$ cat src/source/soc_pkg.sv
`default_nettype none

package soc_pkg;

	// Bus and peripheral widths
	localparam int ADDR_W  = 16;            // Bus address
	localparam int DATA_W  = 16;            // Bus data
	localparam int OFFS_W  = 4;             // Register offset inside a region
	localparam int PORT_W  = 8;             // GPIO pins
	localparam int NUM_IRQ = 5;             // Interrupt sources

	// Region bases, 16 words each, selected by addr[15:4]
	localparam logic [ADDR_W-1:0] ID_BASE   = 16'hff00;
	localparam logic [ADDR_W-1:0] PORT_BASE = 16'hff10;
	localparam logic [ADDR_W-1:0] TIM_BASE  = 16'hff20;
	localparam logic [ADDR_W-1:0] INTC_BASE = 16'hff30;

	// Identification words
	localparam logic [DATA_W-1:0] ID_CODE     = 16'h113a;
	localparam logic [DATA_W-1:0] ID_VERSION  = 16'h0148;
	localparam logic [DATA_W-1:0] ID_FCPU_KHZ = 16'd24000;
	localparam logic [DATA_W-1:0] ID_EDITION  = 16'h4d44; // "MD"

	localparam logic [OFFS_W-1:0] ID_OFFS_CODE = 4'd0;
	localparam logic [OFFS_W-1:0] ID_OFFS_VER  = 4'd1;
	localparam logic [OFFS_W-1:0] ID_OFFS_FCPU = 4'd2;
	localparam logic [OFFS_W-1:0] ID_OFFS_EDIT = 4'd3;

	localparam logic [OFFS_W-1:0] PORT_OUT = 4'd0; // Output latch
	localparam logic [OFFS_W-1:0] PORT_OE  = 4'd1; // Driver enable
	localparam logic [OFFS_W-1:0] PORT_IN  = 4'd2; // Synchronised pins

	localparam logic [OFFS_W-1:0] TIM_PERIOD = 4'd0;
	localparam logic [OFFS_W-1:0] TIM_CMPA   = 4'd1;
	localparam logic [OFFS_W-1:0] TIM_CMPB   = 4'd2;
	localparam logic [OFFS_W-1:0] TIM_CTRL   = 4'd3; // Bit 0 enables
	localparam logic [OFFS_W-1:0] TIM_COUNT  = 4'd4; // Live count, read only

	localparam logic [OFFS_W-1:0] INTC_PEND = 4'd0; // Write 1 to clear
	localparam logic [OFFS_W-1:0] INTC_EN   = 4'd1;
	localparam logic [OFFS_W-1:0] INTC_VEC  = 4'd2; // Lowest active source

	// Interrupt source bit positions
	localparam int IRQ_EXT0 = 0;
	localparam int IRQ_EXT1 = 1;
	localparam int IRQ_TOVF = 2;
	localparam int IRQ_TCMA = 3;
	localparam int IRQ_TCMB = 4;

	typedef struct packed {
		logic              rd;    // One-cycle read strobe
		logic              wr;    // One-cycle write strobe
		logic [ADDR_W-1:0] addr;
		logic [DATA_W-1:0] wdata;
	} bus_req_t;

	typedef struct packed {
		logic              rd;    // Already qualified by region
		logic              wr;
		logic [OFFS_W-1:0] offs;
		logic [DATA_W-1:0] wdata;
	} periph_req_t;

	typedef struct packed {
		logic              enable;
		logic [DATA_W-1:0] period; // Count wraps after this value
		logic [DATA_W-1:0] cmpa;
		logic [DATA_W-1:0] cmpb;
	} tim_cfg_t;

	typedef struct packed {
		logic ovf; // Wrap strobe
		logic cma; // Count hit cmpa
		logic cmb; // Count hit cmpb
	} tim_evt_t;

endpackage

`default_nettype wire

$ cat src/source/bus_fabric.sv
`timescale 1ns/1ps
`default_nettype none

module bus_fabric import soc_pkg::*; (
	input  wire logic              clk,
	input  wire logic              rst_n_i,
	input  wire bus_req_t          bus_req_i,
	output periph_req_t            port_req_o,
	output periph_req_t            tim_req_o,
	output periph_req_t            intc_req_o,
	input  wire logic [DATA_W-1:0] port_rdata_i,
	input  wire logic [DATA_W-1:0] tim_rdata_i,
	input  wire logic [DATA_W-1:0] intc_rdata_i,
	output logic      [DATA_W-1:0] rdata_o,
	output logic                   rvalid_o
);

	logic              id_sel;   // Region hits
	logic              port_sel;
	logic              tim_sel;
	logic              intc_sel;
	logic [DATA_W-1:0] id_rdata; // ID word, zero unless read
	logic [DATA_W-1:0] rdata_q;
	logic              rvalid_q;

	// Strobes only reach the selected peripheral
	function automatic periph_req_t gate_req(input bus_req_t req, input logic sel);
		periph_req_t r;
		r.rd    = req.rd & sel;
		r.wr    = req.wr & sel;
		r.offs  = req.addr[OFFS_W-1:0]; // Word offset in region
		r.wdata = req.wdata;
		return r;
	endfunction

	assign id_sel   = bus_req_i.addr[ADDR_W-1:OFFS_W] == ID_BASE[ADDR_W-1:OFFS_W];
	assign port_sel = bus_req_i.addr[ADDR_W-1:OFFS_W] == PORT_BASE[ADDR_W-1:OFFS_W];
	assign tim_sel  = bus_req_i.addr[ADDR_W-1:OFFS_W] == TIM_BASE[ADDR_W-1:OFFS_W];
	assign intc_sel = bus_req_i.addr[ADDR_W-1:OFFS_W] == INTC_BASE[ADDR_W-1:OFFS_W];

	assign port_req_o = gate_req(bus_req_i, port_sel);
	assign tim_req_o  = gate_req(bus_req_i, tim_sel);
	assign intc_req_o = gate_req(bus_req_i, intc_sel);

	// Read-only ID block lives here
	always_comb begin
		id_rdata = '0;
		if (bus_req_i.rd && id_sel) begin
			case (bus_req_i.addr[OFFS_W-1:0])
				ID_OFFS_CODE: id_rdata = ID_CODE;
				ID_OFFS_VER:  id_rdata = ID_VERSION;
				ID_OFFS_FCPU: id_rdata = ID_FCPU_KHZ;
				ID_OFFS_EDIT: id_rdata = ID_EDITION;
				default:      id_rdata = '0; // Offsets 4..15 read zero
			endcase
		end
	end

	// Unselected sources drive zero, so a plain OR merges them
	always_ff @(posedge clk) begin
		rdata_q <= id_rdata | port_rdata_i | tim_rdata_i | intc_rdata_i;
	end

	always_ff @(posedge clk) begin
		if (!rst_n_i) begin
			rvalid_q <= 1'b0;
		end else begin
			rvalid_q <= bus_req_i.rd; // Every read answers, mapped or not
		end
	end

	assign rdata_o  = rdata_q;
	assign rvalid_o = rvalid_q;

endmodule

`default_nettype wire

$ cat src/source/gpio_port.sv
`timescale 1ns/1ps
`default_nettype none

module gpio_port import soc_pkg::*; (
	input  wire logic              clk,
	input  wire logic              rst_n_i,
	input  wire periph_req_t       req_i,
	output logic      [DATA_W-1:0] rdata_o,
	input  wire logic [PORT_W-1:0] port_in_i,
	output logic      [PORT_W-1:0] port_out_o,
	output logic      [PORT_W-1:0] port_oe_o
);

	logic [PORT_W-1:0] out_q; // Output latch
	logic [PORT_W-1:0] oe_q;  // Driver enables, 0 = high impedance
	logic [PORT_W-1:0] in_s1; // First sync stage
	logic [PORT_W-1:0] in_s2; // Stable pin value
	logic [DATA_W-1:0] rword;

	always_ff @(posedge clk) begin
		if (!rst_n_i) begin
			out_q <= '0;
			oe_q  <= '0; // Pins float after reset
		end else if (req_i.wr) begin
			case (req_i.offs)
				PORT_OUT: out_q <= req_i.wdata[PORT_W-1:0];
				PORT_OE:  oe_q  <= req_i.wdata[PORT_W-1:0];
				default:  ; // PORT_IN and above ignore writes
			endcase
		end
	end

	// Two-flop synchroniser on the pins
	always_ff @(posedge clk) begin
		in_s1 <= port_in_i;
		in_s2 <= in_s1;
	end

	always_comb begin
		case (req_i.offs)
			PORT_OUT: rword = DATA_W'(out_q);
			PORT_OE:  rword = DATA_W'(oe_q);
			PORT_IN:  rword = DATA_W'(in_s2);
			default:  rword = '0;
		endcase
	end

	assign rdata_o    = req_i.rd ? rword : '0; // Zero when not read
	assign port_out_o = out_q;
	assign port_oe_o  = oe_q;

endmodule

`default_nettype wire

$ cat src/source/irq_ctrl.sv
`timescale 1ns/1ps
`default_nettype none

module irq_ctrl import soc_pkg::*; (
	input  wire logic         clk,
	input  wire logic         rst_n_i,
	input  wire periph_req_t  req_i,
	input  wire logic [1:0]   ext_irq_i,
	input  wire tim_evt_t     tim_evt_i,
	output logic [DATA_W-1:0] rdata_o,
	output logic              irq_o
);

	logic [1:0]         ext_s1;   // Sync stage 1
	logic [1:0]         ext_s2;   // Sync stage 2
	logic [1:0]         ext_s3;   // Previous level for edge detect
	logic [1:0]         ext_rise;
	logic [NUM_IRQ-1:0] src;      // Set requests this cycle
	logic [NUM_IRQ-1:0] clr;      // Write-1-to-clear mask
	logic [NUM_IRQ-1:0] pend_q;
	logic [NUM_IRQ-1:0] en_q;
	logic               irq_q;
	logic [DATA_W-1:0]  vec;
	logic [DATA_W-1:0]  rword;

	always_ff @(posedge clk) begin
		ext_s1 <= ext_irq_i;
		ext_s2 <= ext_s1;
		ext_s3 <= ext_s2;
	end

	assign ext_rise = ext_s2 & ~ext_s3; // Rising edges only

	always_comb begin
		src = '0;
		src[IRQ_EXT0] = ext_rise[0];
		src[IRQ_EXT1] = ext_rise[1];
		src[IRQ_TOVF] = tim_evt_i.ovf;
		src[IRQ_TCMA] = tim_evt_i.cma;
		src[IRQ_TCMB] = tim_evt_i.cmb;
	end

	assign clr = (req_i.wr && req_i.offs == INTC_PEND) ? req_i.wdata[NUM_IRQ-1:0] : '0;

	always_ff @(posedge clk) begin
		if (!rst_n_i) begin
			pend_q <= '0;
			en_q   <= '0;
			irq_q  <= 1'b0;
		end else begin
			pend_q <= (pend_q & ~clr) | src; // New event beats a clear
			if (req_i.wr && req_i.offs == INTC_EN) begin
				en_q <= req_i.wdata[NUM_IRQ-1:0];
			end
			irq_q <= |(pend_q & en_q);
		end
	end

	// Lowest numbered active source wins, all ones when idle
	always_comb begin
		vec = '1;
		for (int i = NUM_IRQ - 1; i >= 0; i--) begin
			if (pend_q[i] && en_q[i]) begin
				vec = DATA_W'(i);
			end
		end
	end

	always_comb begin
		case (req_i.offs)
			INTC_PEND: rword = DATA_W'(pend_q);
			INTC_EN:   rword = DATA_W'(en_q);
			INTC_VEC:  rword = vec;
			default:   rword = '0;
		endcase
	end

	assign rdata_o = req_i.rd ? rword : '0;
	assign irq_o   = irq_q;

endmodule

`default_nettype wire

$ cat src/source/periph_soc.sv
`timescale 1ns/1ps
`default_nettype none

module periph_soc import soc_pkg::*; (
	input  wire logic              clk,
	input  wire logic              rst_n_i,
	input  wire bus_req_t          bus_req_i,
	output logic      [DATA_W-1:0] rdata_o,
	output logic                   rvalid_o,
	input  wire logic [PORT_W-1:0] port_in_i,
	output logic      [PORT_W-1:0] port_out_o,
	output logic      [PORT_W-1:0] port_oe_o,
	input  wire logic [1:0]        ext_irq_i,
	output logic                   pwm_a_o,
	output logic                   pwm_b_o,
	output logic                   irq_o
);

	periph_req_t       port_req;
	periph_req_t       tim_req;
	periph_req_t       intc_req;
	logic [DATA_W-1:0] port_rdata;
	logic [DATA_W-1:0] tim_rdata;
	logic [DATA_W-1:0] intc_rdata;
	tim_cfg_t          tim_cfg;   // Register block to counter
	logic [DATA_W-1:0] tim_count; // Counter back to register block
	tim_evt_t          tim_evt;   // Timer strobes to interrupts

	bus_fabric bus_fabric_inst (
		.clk          (clk),
		.rst_n_i      (rst_n_i),
		.bus_req_i    (bus_req_i),
		.port_req_o   (port_req),
		.tim_req_o    (tim_req),
		.intc_req_o   (intc_req),
		.port_rdata_i (port_rdata),
		.tim_rdata_i  (tim_rdata),
		.intc_rdata_i (intc_rdata),
		.rdata_o      (rdata_o),
		.rvalid_o     (rvalid_o)
	);

	gpio_port gpio_port_inst (
		.clk        (clk),
		.rst_n_i    (rst_n_i),
		.req_i      (port_req),
		.rdata_o    (port_rdata),
		.port_in_i  (port_in_i),
		.port_out_o (port_out_o),
		.port_oe_o  (port_oe_o)
	);

	timer_regs timer_regs_inst (
		.clk     (clk),
		.rst_n_i (rst_n_i),
		.req_i   (tim_req),
		.count_i (tim_count),
		.cfg_o   (tim_cfg),
		.rdata_o (tim_rdata)
	);

	timer_core timer_core_inst (
		.clk     (clk),
		.rst_n_i (rst_n_i),
		.cfg_i   (tim_cfg),
		.count_o (tim_count),
		.pwm_a_o (pwm_a_o),
		.pwm_b_o (pwm_b_o),
		.evt_o   (tim_evt)
	);

	irq_ctrl irq_ctrl_inst (
		.clk       (clk),
		.rst_n_i   (rst_n_i),
		.req_i     (intc_req),
		.ext_irq_i (ext_irq_i),
		.tim_evt_i (tim_evt),
		.rdata_o   (intc_rdata),
		.irq_o     (irq_o)
	);

endmodule

`default_nettype wire

$ cat src/source/timer_core.sv
`timescale 1ns/1ps
`default_nettype none

module timer_core import soc_pkg::*; (
	input  wire logic         clk,
	input  wire logic         rst_n_i,
	input  wire tim_cfg_t     cfg_i,
	output logic [DATA_W-1:0] count_o,
	output logic              pwm_a_o,
	output logic              pwm_b_o,
	output tim_evt_t          evt_o
);

	logic [DATA_W-1:0] count_q;
	logic              wrap;    // Last count of the period
	logic              pwm_a_q;
	logic              pwm_b_q;
	tim_evt_t          evt_q;

	// >= keeps the count bounded if period is lowered mid-run
	assign wrap = count_q >= cfg_i.period;

	always_ff @(posedge clk) begin
		if (!rst_n_i) begin
			count_q <= '0;
			pwm_a_q <= 1'b0;
			pwm_b_q <= 1'b0;
			evt_q   <= '0;
		end else if (!cfg_i.enable) begin
			count_q <= '0; // Parked at zero, outputs low
			pwm_a_q <= 1'b0;
			pwm_b_q <= 1'b0;
			evt_q   <= '0;
		end else begin
			count_q <= wrap ? '0 : count_q + 1'b1; // 0..period, period+1 cycles
			pwm_a_q <= count_q < cfg_i.cmpa; // High for cmpa counts
			pwm_b_q <= count_q < cfg_i.cmpb;
			evt_q.ovf <= wrap;
			evt_q.cma <= count_q == cfg_i.cmpa;
			evt_q.cmb <= count_q == cfg_i.cmpb;
		end
	end

	assign count_o = count_q;
	assign pwm_a_o = pwm_a_q;
	assign pwm_b_o = pwm_b_q;
	assign evt_o   = evt_q; // Single-cycle strobes

endmodule

`default_nettype wire

$ cat src/source/timer_regs.sv
`timescale 1ns/1ps
`default_nettype none

module timer_regs import soc_pkg::*; (
	input  wire logic              clk,
	input  wire logic              rst_n_i,
	input  wire periph_req_t       req_i,
	input  wire logic [DATA_W-1:0] count_i,
	output tim_cfg_t               cfg_o,
	output logic      [DATA_W-1:0] rdata_o
);

	logic              enable_q;
	logic [DATA_W-1:0] period_q;
	logic [DATA_W-1:0] cmpa_q;
	logic [DATA_W-1:0] cmpb_q;
	logic [DATA_W-1:0] rword;

	always_ff @(posedge clk) begin
		if (!rst_n_i) begin
			enable_q <= 1'b0; // Timer stopped
			period_q <= '0;
			cmpa_q   <= '0;
			cmpb_q   <= '0;
		end else if (req_i.wr) begin
			case (req_i.offs)
				TIM_PERIOD: period_q <= req_i.wdata;
				TIM_CMPA:   cmpa_q   <= req_i.wdata;
				TIM_CMPB:   cmpb_q   <= req_i.wdata;
				TIM_CTRL:   enable_q <= req_i.wdata[0];
				default:    ; // Count is read only
			endcase
		end
	end

	always_comb begin
		case (req_i.offs)
			TIM_PERIOD: rword = period_q;
			TIM_CMPA:   rword = cmpa_q;
			TIM_CMPB:   rword = cmpb_q;
			TIM_CTRL:   rword = DATA_W'(enable_q);
			TIM_COUNT:  rword = count_i; // Live from the core
			default:    rword = '0;
		endcase
	end

	assign rdata_o = req_i.rd ? rword : '0;

	assign cfg_o = '{
		enable: enable_q,
		period: period_q,
		cmpa:   cmpa_q,
		cmpb:   cmpb_q
	};

endmodule

`default_nettype wire

$ cat config.mk
export PLATFORM = sky130hd
export DESIGN_NAME = periph_soc
export DESIGN_NICKNAME = d
export VERILOG_FILES = /design/src/source/soc_pkg.sv /design/src/source/bus_fabric.sv /design/src/source/gpio_port.sv /design/src/source/irq_ctrl.sv /design/src/source/periph_soc.sv /design/src/source/timer_core.sv /design/src/source/timer_regs.sv
export SDC_FILE = /design/constraint.sdc
export NUM_CORES = 1
export LEC_CHECK = 0
export ABC_AREA = 1
export BUFFER_PORTS_ARGS = -buffer_cell sky130_fd_sc_hd__buf_2
export CORE_MARGIN = 2
export CORE_UTILIZATION = 40
export CTS_BUF_LIST = sky130_fd_sc_hd__clkbuf_8
export DETAILED_ROUTE_END_ITERATION = 12
export PLACE_DENSITY = 0.65
export SYNTH_ARGS = -nofsm -noshare
export SYNTH_HDL_FRONTEND = slang
export SYNTH_SLANG_ARGS = --single-unit
$ cat constraint.sdc
create_clock -name clk -period 2 [get_ports clk]
set_clock_uncertainty 0.05 [all_clocks]
set_input_delay 0.1 -clock clk [delete_from_list [all_inputs] [get_ports clk]]
set_output_delay 0.1 -clock clk [all_outputs]
set_load 0.02 [all_outputs]
After elaboration in Yosys (flattened, before gate mapping)
Index checks and enable logic that the tools add are counted.
{ "word_totals": {"ff_bits": 136, "output_inout_bits": 36, "elab_cells": 85} }
{ "classes": {"n_addsub": 1, "order_cmp": 3, "n_eq_ne": 10, "muxes": 14, "bitwise_logic": 17, "reduce_logical": 18} }
{ "ops": {"columns": ["cell", "count"], "rows": [
  ["16-bit two-way mux", 8],
  ["16-bit one-hot mux with 5 select lines", 1],
  ["15-bit one-hot mux with 4 select lines", 1],
  ["12-bit == test (second input constant)", 4],
  ["16-bit bitwise OR", 3],
  ["16-bit one-hot mux with 3 select lines", 1],
  ["16-bit == test", 2],
  ["16-bit < comparator", 2],
  ["8-bit one-hot mux with 3 select lines", 1],
  ["16-bit by 1-bit adder with 16-bit output (second input constant)", 1],
  ["16-bit greater-or-equal comparator", 1],
  ["2-bit AND reduction", 7],
  ["5-bit AND", 2],
  ["4-bit by 2-bit == test with 1-bit output (second input constant)", 2],
  ["1-bit logical AND", 8],
  ["8-bit two-way mux", 1],
  ["1-bit AND", 6],
  ["5-bit two-way mux", 1],
  ["5-bit NOT", 1],
  ["5-bit bitwise OR", 1],
  ["5-bit OR reduction", 1],
  ["4-bit by 1-bit == test with 1-bit output (second input constant)", 1],
  ["4-bit by 3-bit == test with 1-bit output (second input constant)", 1],
  ["4-bit zero test", 1],
  ["4 further kinds", 5]
]} }

Depth between registers and ports, before layout
{ "depth": {"ltp_word": 9, "depth_mapped": 13, "depth_no_buf": 12} }

Modules after synthesis
Synthesis repeated with hierarchy kept, for this count alone.
{ "hier_totals": {"hier_cells": 1095, "hier_area_um2": 7842.5} }
{ "modules_own_cells": {"columns": ["mod", "instances", "cells_each", "area_per_inst_um2"], "rows": [
  ["timer_regs", 1, 352, 2388.5],
  ["timer_core", 1, 293, 2073.2],
  ["gpio_port", 1, 184, 1352.5],
  ["bus_fabric", 1, 148, 1152.4],
  ["irq_ctrl", 1, 118, 875.8]
]} }

Worst setup path after synthesis
Ideal clock, no wire load.
{ "synth_timing": {"kind": "reg2reg", "start": "register timer_core_inst.count_q[7], in the netlist timer_core_inst.count_o[7]", "end": "register timer_core_inst.count_q[10], in the netlist timer_core_inst.count_o[10]", "arrival_time_ns": 1.477, "slack_ns": 0.357, "path_stages_with_launch": 11, "path_buffers": 1, "synth_period_minus_slack_ns": 1.643, "cell_sequence": "dfxtp_1 ha_1 nand2_1 nor2_1 and2_1 nor2_1 nand2_1 nand2_1 nand3_1 buf_2 nor2_1"} }
{ "synth_between": {"elab_chain_cells": 2, "word_cells_on_any_way": 3} }
{ "synth_rtl": {"columns": ["item", "line_no", "text"], "rows": [
  ["from (decl)", "timer_core.sv:14", "logic [DATA_W-1:0] count_q;"],
  ["from (signal assigned)", "timer_core.sv:35", "count_q <= wrap ? '0 : count_q + 1'b1;"],
  ["16-bit greater-or-equal comparator", "timer_core.sv:21", "assign wrap = count_q >= cfg_i.period;"],
  ["3-bit OR reduction (no source line)", null, null]
]} }
Several ways; a longest one is shown, not always the timed one.
A chain may end at the register's enable or synchronous reset.

Final worst setup path
{ "layout_timing": {"start": "register timer_core_inst.count_q[6], in the netlist timer_core_inst.count_o[6]", "end": "register timer_core_inst.count_q[1], in the netlist timer_core_inst.count_o[1]"} }
{ "layout_between": {"elab_chain_cells": 2} }
{ "layout_rtl": {"columns": ["item", "line_no"], "rows": [
  ["16-bit greater-or-equal comparator", "timer_core.sv:21"],
  ["3-bit OR reduction (no source line)", null]
]} }
No other way between the ends.

==> results.toml <==
[floorplanning]
core_area_sq_um = 16600
boundaryPins = 82
rows = 47
die_w_um = 134
fp.dieArea_sq_um = 18100
die_h_um = 134
start_util_pct = 41.1

[cells_and_area]
multi_input_area_sq_um = 3530
seq_area_sq_um = 2720
nFillCells = 1676
area_growth_pct = 19.9
final_util_pct = 49.2
drive_above_1_share_pct = 15.1
final_cells = 1294
antenna_cells = 0
final_area_sq_um = 8160
nets = 1156

[place]
pre_cts_ws_ps = 251
routabilityCongestion = 0.965
placed_area_sq_um = 7490
port_buffers = 81
post-dp-hpwl_um = 14900
place_inst = 1235

[logic_synthesis]
synth-seq-cells = 136
synth_cell_types = 38
synth-edff-count = 0
seq_area_frac_synth_pct = 40.0
synthArstFlopShare_pct = 0
synth_top_flop_cell = "dfxtp_1"
syn-cell-area_sq_um = 6810
syn-num-nets = 1035
yosys_warnings = 0
syn_avg_cell_area_sq_um = 7.24
syn-instance-count = 940

[min_path]
whs_path_depth = 3
hold_path_class = "primary input to flop"
whs_endpoint = "irq_ctrl_inst.en_q[0]"
min-delay-start = "bus_req_i[0]"

[clocking]
numCtsBuffers = 17
cts_tree = "done"
htree_levels = 4
clkSinkCount = 136
root_buffer = "clkbuf_8"
clk_latency_ps = 470
cts_buffer_depth = 2
path_clk_slew_ps = 90

[critical_path]
reg2reg_from = "timer_core_inst.count_o[6]"
worst_ep_required_time_ps = 2350
arrival_ps = 2150
reg2reg_to = "timer_core_inst.count_o[1]"
path_max_fanout = 16
r2r_slack_ps = 210
startpoint_type = "flop"
worstSetupPathType = "flop to flop"
startpoint = "timer_core_inst.count_o[6]"
end_kind = "flop"
r2r_cells = 10

[power]
switching_share_pct = 24.9
total_power_mw = 5.32
p_int_mw = 3.99
p_sw_mw = 1.33
clkPwrFrac_pct = 43.2
p_per_area_nw_per_um2 = 652
leakage_nw = 3.49
power_frac_seq_pct = 51.5
pwr-share-comb_pct = 5.3
vdd_drop_max_uv = 575

[global_routing]
grt_pass1_vias = 6006
use_met2_pct = 35.2
globalRouteTotalUtil_pct = 23.1
met1_usage_pct = 32.7
grt_pass1_wl_um = 32100
grt_max_degree = 73
met3_usage_pct = 5.26
antenna_found_initial = 0
grt-ovfl-total = 0
grt-busiest-layer = "met2"

[sta]
setup_tns_ps = 0
fmax_mhz = 558
fin_crit_ps = 1790
finalMaxSlewViolations = 0
hold_violations = 0
slew_headroom_pct = 70.8
finalWorstSetupSlack_ps = 207
worst_pin_slew_ps = 435
final.period_utilization_pct = 89.6
final-setup-viol-count = 0
rsz0062_at_grt = "no"
whs_ps = 20.7

[route]
routedWlPerCell_um = 15.5
drt_wl_total_um = 20000
drc_errors = 0
vias = 6471
first_pass_iters = 5
viasPerCell = 5.00
drt_iter0_drc = 544
drtAntennaViolNets = 0

[outcome]
status = "finished clean"

[run]
cap_viol_max_count = 0
worst max-delay path, stage by stage, from the launching register on:
cell	delay (ps)
dfxtp_1	530
ha_1	300
nand2_1	80
nor2_1	60
and2_1	130
nor2_1	80
nand2_1	60
nand2_1	80
nand3_1	60
buf_4	200
nor2_1	100
kinds of logic after synthesis:
group	count (synthesis)	share of synthesized area, %
XOR/XNOR	14	1.80
AND/OR/NAND/NOR	467	30.0
AO/OA/AOI/OAI	143	11.0
adder cells (fa/ha/maj)	49	9.00
flip-flops	136	40.0
buffers and inverters	131	8.23
power by group through the flow:
| stage | clock network [mW] | registers (mW) | logic, mW |
|---|---|---|---|
| after CTS | 2.33 | 2.74 | 0.276 |
| final | 2.30 | 2.74 | 0.281 |
| after floorplan | 0 | 2.80 | 0.117 |
| after global placement | 0 | 2.80 | 0.233 |
| after global routing | 2.45 | 2.74 | 0.306 |
| after detailed placement | 0 | 2.81 | 0.235 |
repair_timing:
| item | in CTS | in global routing |
|---|---|---|
| hold buffers | 27 | 0 |
| setup buffers | 0 | 0 |
| resized for setup | 0 | 0 |
| hold endpoints to repair | 71 | 0 |
per-layer routing:
metal | wire, um | vias to the layer above | part of all wire [%]
met5 | 0 | - | 0
met4 | 387 | 0 | 1.9
met3 | 1510 | 29 | 7.5
met2 | 8750 | 221 | 44
met1 | 9400 | 2929 | 47
li1 | - | 3292 | -
registers in the layout, summed over array words and instances, names as in the netlist, 2 cells and up:
register                   count
bus_fabric_inst.rdata_o       16
timer_core_inst.count_o       16
timer_regs_inst.cmpa_q        16
timer_regs_inst.cmpb_q        16
timer_regs_inst.period_q      16
gpio_port_inst.in_s1           8
gpio_port_inst.in_s2           8
gpio_port_inst.port_oe_o       8
gpio_port_inst.port_out_o      8
irq_ctrl_inst.en_q             5
irq_ctrl_inst.pend_q           5
timer_core_inst.evt_o          3
irq_ctrl_inst.ext_s1           2
irq_ctrl_inst.ext_s2           2
irq_ctrl_inst.ext_s3           2
synth_stat cells, types with 2 or more instances:
cell | number | area, sq um
a211oi_1 | 2 | 15.0
xor2_1 | 13 | 114
nor3b_1 | 3 | 22.5
inv_1 | 95 | 357
o21ai_0 | 66 | 330
nor2_2 | 2 | 12.5
clkinv_2 | 4 | 20.0
ha_1 | 49 | 613
nand4_1 | 13 | 81.3
nor3_1 | 9 | 45.0
buf_2 | 10 | 50.1
o21ai_1 | 28 | 140
o22ai_1 | 9 | 56.3
nand2_2 | 4 | 25.0
nor2_4 | 5 | 56.3
dfxtp_1 | 136 | 2720
a21oi_1 | 30 | 150
nor4_1 | 2 | 12.5
inv_2 | 5 | 18.8
nand3_1 | 53 | 265
nand2_1 | 162 | 608
o211ai_1 | 3 | 22.5
clkbuf_2 | 2 | 10.0
nand3_4 | 4 | 70.1
clkbuf_1 | 7 | 26.3
nand3_2 | 3 | 30.0
o21a_1 | 4 | 30.0
nor2_1 | 202 | 758
buf_6 | 6 | 67.6
how the worst max path moves through the flow:
stage | to | slack, ps | cells after the start
floorplan | timer_core_inst.count_o[10] | 360 | 10
global route | timer_core_inst.count_o[1] | 10 | 10
global placement | timer_core_inst.count_o[9] | 270 | 10
CTS | timer_core_inst.count_o[9] | 230 | 10
detailed placement | timer_core_inst.count_o[12] | 250 | 7
finish | timer_core_inst.count_o[1] | 210 | 10
final cells by class:
class                      instances  share of cell area [%]
sequential                       136                    33.4
multi-input combinational        673                    43.2
clock buffer                      18                    3.04
inverter                         104                    4.84
tap                              220                    3.37
timing repair buffer             129                    10.4
clock inverter                    14                    1.82
cell usage in the layout (no fill, tap or decap), types with 27 or more instances in the layout:
cell type / n
dfxtp_1: 136
dlygate4sd3_1: 27
a21oi_1: 30
nor2_1: 202
inv_1: 96
o21ai_1: 28
buf_2: 81
ha_1: 49
o21ai_0: 66
nand3_1: 53
nand2_1: 162
(Power assumes the default switching activity.)
